==> config.mk <==
export PLATFORM = sky130hd
export DESIGN_NAME = twin_game
export DESIGN_NICKNAME = d
export VERILOG_FILES = /design/src/twin_pkg.sv /design/src/twin_bus_ctrl.sv /design/src/twin_vregs.sv /design/src/twin_snd_latch.sv /design/src/twin_mixer.sv /design/src/twin_state_dump.sv /design/src/twin_game.sv
export VERILOG_INCLUDE_DIRS = /design/src /design/src/src
export SDC_FILE = /design/constraint.sdc
export NUM_CORES = 1
export LEC_CHECK = 0
export ABC_AREA = 1
export BUFFER_PORTS_ARGS = -buffer_cell sky130_fd_sc_hd__buf_2
export CAP_MARGIN = 20
export CORE_AREA = 3 3 172 141
export CTS_BUF_LIST = sky130_fd_sc_hd__clkbuf_16
export CTS_CLUSTER_SIZE = 20
export DETAILED_ROUTE_END_ITERATION = 12
export DIE_AREA = 0 0 175 144
export GPL_TIMING_DRIVEN = 1
export MAX_ROUTING_LAYER = met4
export PLACE_DENSITY = 0.55
export SYNTH_ARGS = -nofsm -noshare
export SYNTH_HDL_FRONTEND = slang
export SYNTH_HIERARCHICAL = 1
export SYNTH_SLANG_ARGS = --single-unit
==> constraint.sdc <==
create_clock -name clk -period 1.6 [get_ports clk]
set_clock_uncertainty 0.05 [all_clocks]
set_input_delay 0 -clock clk [delete_from_list [all_inputs] [get_ports clk]]
set_output_delay 0 -clock clk [all_outputs]
set_load 0.03 [all_outputs]
==> src/twin_settings.svh <==
`ifndef TWIN_SETTINGS_SVH
`define TWIN_SETTINGS_SVH

// Main CPU word addresses of the video control registers
`define TWIN_A_SCRA_X  8'd0
`define TWIN_A_SCRA_Y  8'd1
`define TWIN_A_SCRB_X  8'd2
`define TWIN_A_SCRB_Y  8'd3
// Bit 0 hflip, bit 1 vflip, bits 3:2 layer priority
`define TWIN_A_CTRL    8'd4
`define TWIN_A_BANK    8'd5
`define TWIN_A_OBJ_DX  8'd6
`define TWIN_A_OBJ_DY  8'd7
// Sound command, low byte only
`define TWIN_A_LATCH   8'd8

// Number of bytes in the register dump
`define TWIN_DUMP_LEN  11

`endif

==> src/twin_pkg.sv <==
`default_nettype none

package twin_pkg;

    typedef logic [7:0] cpu_addr_t;
    typedef logic [15:0] word_t;
    typedef logic [8:0] scroll_t;
    typedef logic [9:0] obj_ofs_t;
    typedef logic [1:0] prio_t;
    // Palette in the upper nibble, colour in the lower one
    typedef logic [7:0] pixel_t;
    // Winning layer id on top of the pixel
    typedef logic [9:0] pal_addr_t;

    typedef struct packed {
        cpu_addr_t addr;
        word_t     data;
    } bus_req_t;

    typedef struct packed {
        scroll_t  scra_x;
        scroll_t  scra_y;
        scroll_t  scrb_x;
        scroll_t  scrb_y;
        logic     hflip;
        logic     vflip;
        prio_t    prio;
        word_t    scr_bank;
        obj_ofs_t obj_dx;
        obj_ofs_t obj_dy;
    } vid_regs_t;

    typedef struct packed {
        pixel_t lyra;
        pixel_t lyrb;
        pixel_t lyro;
    } layer_pix_t;

    typedef enum logic [0:0] { IDLE, HOLD } ctrl_state_e;
    typedef enum logic [1:0] { LID_BACK, LID_A, LID_B, LID_OBJ } layer_id_e;

endpackage

`default_nettype wire

==> src/twin_bus_ctrl.sv <==
`timescale 1ns/1ps
`default_nettype none

`include "twin_settings.svh"

module twin_bus_ctrl import twin_pkg::*; (
    input  logic        clk,
    input  logic        rst,
    input  bus_req_t    bus_req,
    input  logic        bus_valid,
    output logic        bus_ready,
    input  logic        latch_full,
    output logic        reg_we,
    output bus_req_t    reg_req,
    output logic        latch_we,
    output logic [7:0]  latch_data,
    output ctrl_state_e state,
    output logic [7:0]  wr_count
);

    logic accept;
    logic is_latch;
    logic latch_busy;

    assign bus_ready = (state == IDLE);
    assign accept    = bus_valid & bus_ready;
    assign is_latch  = (bus_req.addr == `TWIN_A_LATCH);
    // A write still on its way to the latch counts as full
    assign latch_busy = latch_full | latch_we;

    always_ff @(posedge clk) begin
        if (rst) begin
            state    <= IDLE;
            reg_we   <= 1'b0;
            latch_we <= 1'b0;
            wr_count <= 8'd0;
        end else begin
            reg_we   <= 1'b0;
            latch_we <= 1'b0;
            case (state)
                IDLE: if (accept) begin
                    wr_count <= wr_count + 8'd1;
                    if (!is_latch) begin
                        reg_we <= 1'b1;
                    end else if (latch_busy) begin
                        state <= HOLD;
                    end else begin
                        latch_we <= 1'b1;
                    end
                end
                // Wait for the sound CPU to take the previous byte
                HOLD: if (!latch_full) begin
                    latch_we <= 1'b1;
                    state    <= IDLE;
                end
                default: state <= IDLE;
            endcase
        end
    end

    always_ff @(posedge clk) begin
        if (accept) begin
            reg_req <= bus_req;
            if (is_latch) latch_data <= bus_req.data[7:0];
        end
    end

    a_no_overwrite: assert property (@(posedge clk) disable iff (rst)
        latch_we |-> !latch_full);

endmodule

`default_nettype wire

==> src/twin_vregs.sv <==
`timescale 1ns/1ps
`default_nettype none

`include "twin_settings.svh"

module twin_vregs import twin_pkg::*; (
    input  logic      clk,
    input  logic      rst,
    input  logic      reg_we,
    input  bus_req_t  reg_req,
    output vid_regs_t regs
);

    always_ff @(posedge clk) begin
        if (rst) begin
            regs <= '0;
        end else if (reg_we) begin
            case (reg_req.addr)
                `TWIN_A_SCRA_X: regs.scra_x <= reg_req.data[8:0];
                `TWIN_A_SCRA_Y: regs.scra_y <= reg_req.data[8:0];
                `TWIN_A_SCRB_X: regs.scrb_x <= reg_req.data[8:0];
                `TWIN_A_SCRB_Y: regs.scrb_y <= reg_req.data[8:0];
                // Flips and priority share one word
                `TWIN_A_CTRL: begin
                    regs.hflip <= reg_req.data[0];
                    regs.vflip <= reg_req.data[1];
                    regs.prio  <= reg_req.data[3:2];
                end
                `TWIN_A_BANK:   regs.scr_bank <= reg_req.data;
                `TWIN_A_OBJ_DX: regs.obj_dx   <= reg_req.data[9:0];
                `TWIN_A_OBJ_DY: regs.obj_dy   <= reg_req.data[9:0];
                default: ;
            endcase
        end
    end

endmodule

`default_nettype wire

==> src/twin_snd_latch.sv <==
`timescale 1ns/1ps
`default_nettype none

module twin_snd_latch (
    input  logic       clk,
    input  logic       rst,
    input  logic       latch_we,
    input  logic [7:0] latch_data,
    input  logic       snd_ack,
    output logic [7:0] snd_latch,
    output logic       snd_irq,
    output logic       latch_full
);

    always_ff @(posedge clk) begin
        if (rst) begin
            snd_latch  <= 8'd0;
            latch_full <= 1'b0;
            snd_irq    <= 1'b0;
        end else if (latch_we) begin
            // A new byte wins over an ack on the same edge
            snd_latch  <= latch_data;
            latch_full <= 1'b1;
            snd_irq    <= 1'b1;
        end else if (snd_ack) begin
            latch_full <= 1'b0;
            snd_irq    <= 1'b0;
        end
    end

    a_irq_needs_full: assert property (@(posedge clk) disable iff (rst)
        snd_irq |-> latch_full);

endmodule

`default_nettype wire

==> src/twin_mixer.sv <==
`timescale 1ns/1ps
`default_nettype none

module twin_mixer import twin_pkg::*; (
    input  logic       clk,
    input  logic       rst,
    input  prio_t      prio,
    input  layer_pix_t pix,
    input  logic       pix_valid,
    output pal_addr_t  pal_addr,
    output logic       pal_valid
);

    function automatic pixel_t layer_pixel(input layer_pix_t p, input layer_id_e id);
        case (id)
            LID_A:   return p.lyra;
            LID_B:   return p.lyrb;
            LID_OBJ: return p.lyro;
            default: return '0;
        endcase
    endfunction

    layer_id_e  ord_d [3];
    layer_id_e  ord_q [3];
    logic [3:0] opq_q;
    layer_pix_t pix_q;
    logic       v1;
    layer_id_e  win_id;

    // Rank 0 is the top layer
    always_comb begin
        case (prio)
            2'd0:    ord_d = '{LID_OBJ, LID_A, LID_B};
            2'd1:    ord_d = '{LID_A, LID_OBJ, LID_B};
            2'd2:    ord_d = '{LID_OBJ, LID_B, LID_A};
            default: ord_d = '{LID_B, LID_OBJ, LID_A};
        endcase
    end

    // Stage one, opacity flags indexed by layer id
    always_ff @(posedge clk) begin
        opq_q <= {pix.lyro[3:0] != 4'd0, pix.lyrb[3:0] != 4'd0, pix.lyra[3:0] != 4'd0, 1'b0};
        pix_q <= pix;
        ord_q <= ord_d;
        v1    <= rst ? 1'b0 : pix_valid;
    end

    // Walk from the bottom rank up so the top opaque layer is left
    always_comb begin
        win_id = LID_BACK;
        for (int i = 2; i >= 0; i--) begin
            if (opq_q[ord_q[i]]) win_id = ord_q[i];
        end
    end

    always_ff @(posedge clk) begin
        pal_addr  <= {win_id, layer_pixel(pix_q, win_id)};
        pal_valid <= rst ? 1'b0 : v1;
    end

    a_latency: assert property (@(posedge clk) disable iff (rst)
        pix_valid |-> ##2 pal_valid);

endmodule

`default_nettype wire

==> src/twin_state_dump.sv <==
`timescale 1ns/1ps
`default_nettype none

`include "twin_settings.svh"

module twin_state_dump import twin_pkg::*; (
    input  logic        clk,
    input  vid_regs_t   regs,
    input  ctrl_state_e state,
    input  logic [7:0]  wr_count,
    input  logic [7:0]  snd_latch,
    input  logic        latch_full,
    input  logic [3:0]  ioctl_addr,
    input  logic [1:0]  debug_sel,
    output logic [7:0]  ioctl_din,
    output logic [7:0]  debug_view
);

    logic [7:0] dump_map [`TWIN_DUMP_LEN];

    always_comb begin
        dump_map[0]  = regs.scra_x[7:0];
        dump_map[1]  = regs.scrb_x[7:0];
        dump_map[2]  = regs.scra_y[7:0];
        dump_map[3]  = regs.scrb_y[7:0];
        // Ninth scroll bits packed with flips and priority
        dump_map[4]  = {regs.vflip, regs.hflip, regs.prio, regs.scrb_y[8], regs.scra_y[8],
                        regs.scrb_x[8], regs.scra_x[8]};
        dump_map[5]  = regs.scr_bank[7:0];
        dump_map[6]  = regs.scr_bank[15:8];
        dump_map[7]  = regs.obj_dx[7:0];
        dump_map[8]  = {6'd0, regs.obj_dx[9:8]};
        dump_map[9]  = regs.obj_dy[7:0];
        dump_map[10] = {6'd0, regs.obj_dy[9:8]};
    end

    always_ff @(posedge clk) begin
        if (ioctl_addr < `TWIN_DUMP_LEN) begin
            ioctl_din <= dump_map[ioctl_addr];
        end else begin
            ioctl_din <= 8'd0;
        end
    end

    always_ff @(posedge clk) begin
        case (debug_sel)
            2'd0:    debug_view <= {6'd0, latch_full, state == HOLD};
            2'd1:    debug_view <= wr_count;
            2'd2:    debug_view <= snd_latch;
            default: debug_view <= {7'd0, regs.hflip};
        endcase
    end

endmodule

`default_nettype wire

==> src/twin_game.sv <==
`timescale 1ns/1ps
`default_nettype none

module twin_game import twin_pkg::*; (
    input  logic       clk,
    input  logic       rst,
    // Main CPU write bus
    input  bus_req_t   bus_req,
    input  logic       bus_valid,
    output logic       bus_ready,
    // Sound CPU side
    input  logic       snd_ack,
    output logic [7:0] snd_latch,
    output logic       snd_irq,
    // Video side
    output vid_regs_t  regs,
    input  layer_pix_t pix,
    input  logic       pix_valid,
    output pal_addr_t  pal_addr,
    output logic       pal_valid,
    // Dump and debug
    input  logic [3:0] ioctl_addr,
    output logic [7:0] ioctl_din,
    input  logic [1:0] debug_sel,
    output logic [7:0] debug_view
);

    logic        reg_we;
    bus_req_t    reg_req;
    logic        latch_we;
    logic [7:0]  latch_data;
    logic        latch_full;
    ctrl_state_e state;
    logic [7:0]  wr_count;

    twin_bus_ctrl u_ctrl (
        .clk        ( clk        ),
        .rst        ( rst        ),
        .bus_req    ( bus_req    ),
        .bus_valid  ( bus_valid  ),
        .bus_ready  ( bus_ready  ),
        .latch_full ( latch_full ),
        .reg_we     ( reg_we     ),
        .reg_req    ( reg_req    ),
        .latch_we   ( latch_we   ),
        .latch_data ( latch_data ),
        .state      ( state      ),
        .wr_count   ( wr_count   )
    );

    twin_vregs u_vregs (
        .clk        ( clk        ),
        .rst        ( rst        ),
        .reg_we     ( reg_we     ),
        .reg_req    ( reg_req    ),
        .regs       ( regs       )
    );

    twin_snd_latch u_latch (
        .clk        ( clk        ),
        .rst        ( rst        ),
        .latch_we   ( latch_we   ),
        .latch_data ( latch_data ),
        .snd_ack    ( snd_ack    ),
        .snd_latch  ( snd_latch  ),
        .snd_irq    ( snd_irq    ),
        .latch_full ( latch_full )
    );

    twin_mixer u_mixer (
        .clk        ( clk        ),
        .rst        ( rst        ),
        .prio       ( regs.prio  ),
        .pix        ( pix        ),
        .pix_valid  ( pix_valid  ),
        .pal_addr   ( pal_addr   ),
        .pal_valid  ( pal_valid  )
    );

    twin_state_dump u_dump (
        .clk        ( clk        ),
        .regs       ( regs       ),
        .state      ( state      ),
        .wr_count   ( wr_count   ),
        .snd_latch  ( snd_latch  ),
        .latch_full ( latch_full ),
        .ioctl_addr ( ioctl_addr ),
        .debug_sel  ( debug_sel  ),
        .ioctl_din  ( ioctl_din  ),
        .debug_view ( debug_view )
    );

endmodule

`default_nettype wire

==> metrics <==
critical path arrival=1.74 ns; Power Density=~970 nW/µm²; part of the cycle the worst path needs=91.4%; flop-to-flop setup slack=0.14 ns; clk_lat worst skew=0.44 ns; Slew @ Worst Pin=between 0.5 and 0.6 ns; setup ws final=0.138 ns; max-cap violations=0; Core Area=approximately 22,000 µm²; drt pass-1 iters=5; largest family of logic cells by synthesized area=simple AND/OR/NAND/NOR gates; # H-tree levels=4; Combinational Power Share=a little under a tenth; WHS Endpoint=u_dump/ioctl_din[6]; vias in the first global route=6,743; routed wire length=24,500 µm; area added between synthesis and finish=31.1%; CTS clk-pin slew, worst paths=0.08 ns; crit path kind=reg2reg; cell count after synthesis=between 900 and 1,000; Std-Cell Rows=between 40 and 50; clock root buffer=clkbuf_16; total power=10,000 µW; Seq cells post-synth=189; Die ar.=25,200 µm²; yosys warns=6; Synth Area in Simple Gates=32.0%; Internal=7360 µW; post-place setup slack=between 0.1 and 0.15 ns; cell taking the most area after synthesis=dfxtp_1; R2R Path End=u_vregs/regs[4]; GP Congestion=0.921; switch share=26.7%; die height=144 µm; Port Buffers=171; XOR/XNOR share of the synthesized area=less than 1%; Ports=172; Nets=approximately 1,300; most common cell after layout, fill and taps aside=nand2_1; remaining antenna violation count=0; worst min path class=in2reg; Avg Inst Size Synth=7.92 µm²; sequential group share of total power=between 50% and 60%; initial drt markers=730; Reg-to-Reg Start=u_ctrl/reg_req[20]; Die X=175 µm; status=complete, no violations; Post-DP HPWL=17,000 µm; post-synthesis compound-gate area fraction=6.50%; Worst VDD drop=a little under 0.7 mV; post-synthesis cell area=7860 µm²; worst r2r path cells=7; Clock power frac=between 40% and 50%; maximum clock rate=684 MHz; Switch Pwr=2680 µW; RSZ-0062 raised after global routing=false; Final Critical Period=1.46 ns; antenna violations before repair=0; largest net degree at the start of global routing=51; Synth Area in Adders=0.159%; crit end category=flop; Hold Crit Depth=4; most common flop cell mapped by yosys=dfxtp_1; EDFF count, synth=32; Max FO, Critical Path=27; initial core utilization=35.0%; most frequent cells in the layout=nand2_1, buf_2, nand3_1; mux share of post-synthesis cell area=0%; Final Util=a little under half; Overflow after GRT=0; max-slew violations=0; P_leak=0.00476 µW; Slew headroom=between 50% and 60%; Synth top area share=40.0%; sequential element share of the synthesized area=52.2%; via count=7,255; # fillers=2,303; synth unique cells=38; layout cells sized above 1=21.8%; hold path start=ioctl_addr[1]; clock buffer depth=2; Post-CTS Setup Inserts=0; Post-route DRC=0; first-pass GRT wire length=37,900 µm; final setup fails=0; crit start category=flop; Vias/cell=approximately 4.7; CTS tree=done; Mapped Nets=1,052; total negative slack=0 ns; Synth area leaders=dfxtp_1, edfxtp_1, nand3_1; CTS Sinks=189; Fin. Hold Viols=0; Post-synth ARST share=0%; Total Routing Usage GR=about a fifth; TritonCTS Buffers=17; # diodes=0; Worst Path Required=1.88 ns; wire per inst=15.9 µm
==> final cells by class <==
type                            instances  area [µm²]  area share (%)
Sequential cell                       189        4110            39.8
Multi-Input combinational cell        654        3080            29.9
Timing Repair Buffer                  253        1790            17.4
Clock buffer                           17         425            4.13
Inverter                              104         392            3.80
Tap cell                              306         383            3.72
Clock inverter                         15         129            1.25
==> per-layer routing <==
layer,up-vias,part of all wire [%],GRT usage (%)
met5,-,0,-
met1,3329,48,28.4
li1,3648,-,-
met3,22,7.3,4.62
met2,256,43,28.8
met4,0,1.1,4.66
==> power groups by stage <==
stage | sequential, µW | combinational (µW) | clock, µW
2_1_floorplan | 5190 | 424 | 0
3_3_place_gp | 5130 | 833 | 0
3_5_place_dp | 5130 | 838 | 0
4_1_cts | 5020 | 944 | 4180
5_1_grt | 5030 | 1040 | 4350
6_report | 5020 | 955 | 4070
==> registers in the layout (all words and copies together) (netlist names) <==
signal              cells
u_latch/snd_latch       8
u_vregs/regs           76
u_dump/ioctl_din        8
u_ctrl/reg_we           1
u_mixer/pal_valid       1
u_mixer/pal_addr       10
u_mixer/pix_q          24
u_ctrl/latch_data       8
u_ctrl/wr_count         8
u_ctrl/state            1
u_ctrl/latch_we         1
u_dump/debug_view       8
u_ctrl/reg_req         24
u_mixer/v1              1
u_latch/latch_full      1
u_mixer/opq_q           3
u_mixer/ord_q           6
==> worst max-delay path, cell delays in order, from the launching register on <==
cell and delay [ns]:
edfxtp_1 0.38, nor2_2 0.23, nand2_4 0.15, nor2_8 0.14
buf_12 0.18, nand3_1 0.09, nand2_1 0.08, nor2_1 0.04
==> cells by family (layout without fill, tap and decap cells) <==
logic type                 after synthesis  in the layout
buffers and inverters                  149            389
DFF                                    189            189
adders and majority gates                1              1
AOI/OAI and AO/OA                       91             91
xor gates and xnor gates                 2              2
and+or+nand+nor                        560            560
==> metrics by stage <==
stage	cells	hold WS [ns]	cell area (µm²)
2_1_floorplan	992	-0.0223	7870
3_3_place_gp	1448	0.0538	9170
3_5_place_dp	1448	0.0537	9170
4_1_cts	1538	0.0180	10300
5_1_grt	1538	0.0558	10300
6_report	1538	0.0399	10300
==> cell usage after synthesis (2+ instances only) <==
| cell | count |
|---|---|
| nor2_2 | 7 |
| xor2_1 | 2 |
| a21oi_1 | 62 |
| nand4_1 | 9 |
| nand3_2 | 3 |
| clkbuf_1 | 4 |
| o21ai_0 | 16 |
| nor2_4 | 4 |
| buf_1 | 7 |
| or2_0 | 6 |
| nand2_2 | 3 |
| a22o_1 | 6 |
| nor3_1 | 2 |
| a21oi_2 | 4 |
| buf_6 | 13 |
| nand2_1 | 198 |
| or4_1 | 3 |
| nor2_1 | 157 |
| nor2_8 | 2 |
| nand2_4 | 3 |
| dfxtp_1 | 157 |
| buf_4 | 5 |
| inv_2 | 5 |
| nand3b_1 | 2 |
| nand3_1 | 157 |
| edfxtp_1 | 32 |
| inv_1 | 97 |
| buf_2 | 16 |
==> worst max path at each step <==
stage | start | endpoint | slack, ns | cells after the start
floorplan | u_ctrl/state | u_ctrl/latch_data[0] | 0.09 | 3
global placement | u_mixer/ord_q[4] | u_mixer/pal_addr[2] | 0.17 | 7
detailed placement | u_mixer/ord_q[4] | u_mixer/pal_addr[6] | 0.14 | 7
CTS | u_ctrl/latch_we | u_latch/latch_full | 0.12 | 3
global route | u_ctrl/reg_req[20] | u_vregs/regs[25] | 0.02 | 7
finish | u_ctrl/reg_req[20] | u_vregs/regs[4] | 0.14 | 7
==> what timing repair did <==
action / 4_1_cts / 5_1_grt
setup endpoints to repair: 0 / 2
hold buffers: 58 / 0
gates resized for setup: 0 / 2
hold endpoints to repair: 84 / 0
Note: power is estimated with default switching activity, not from simulation.
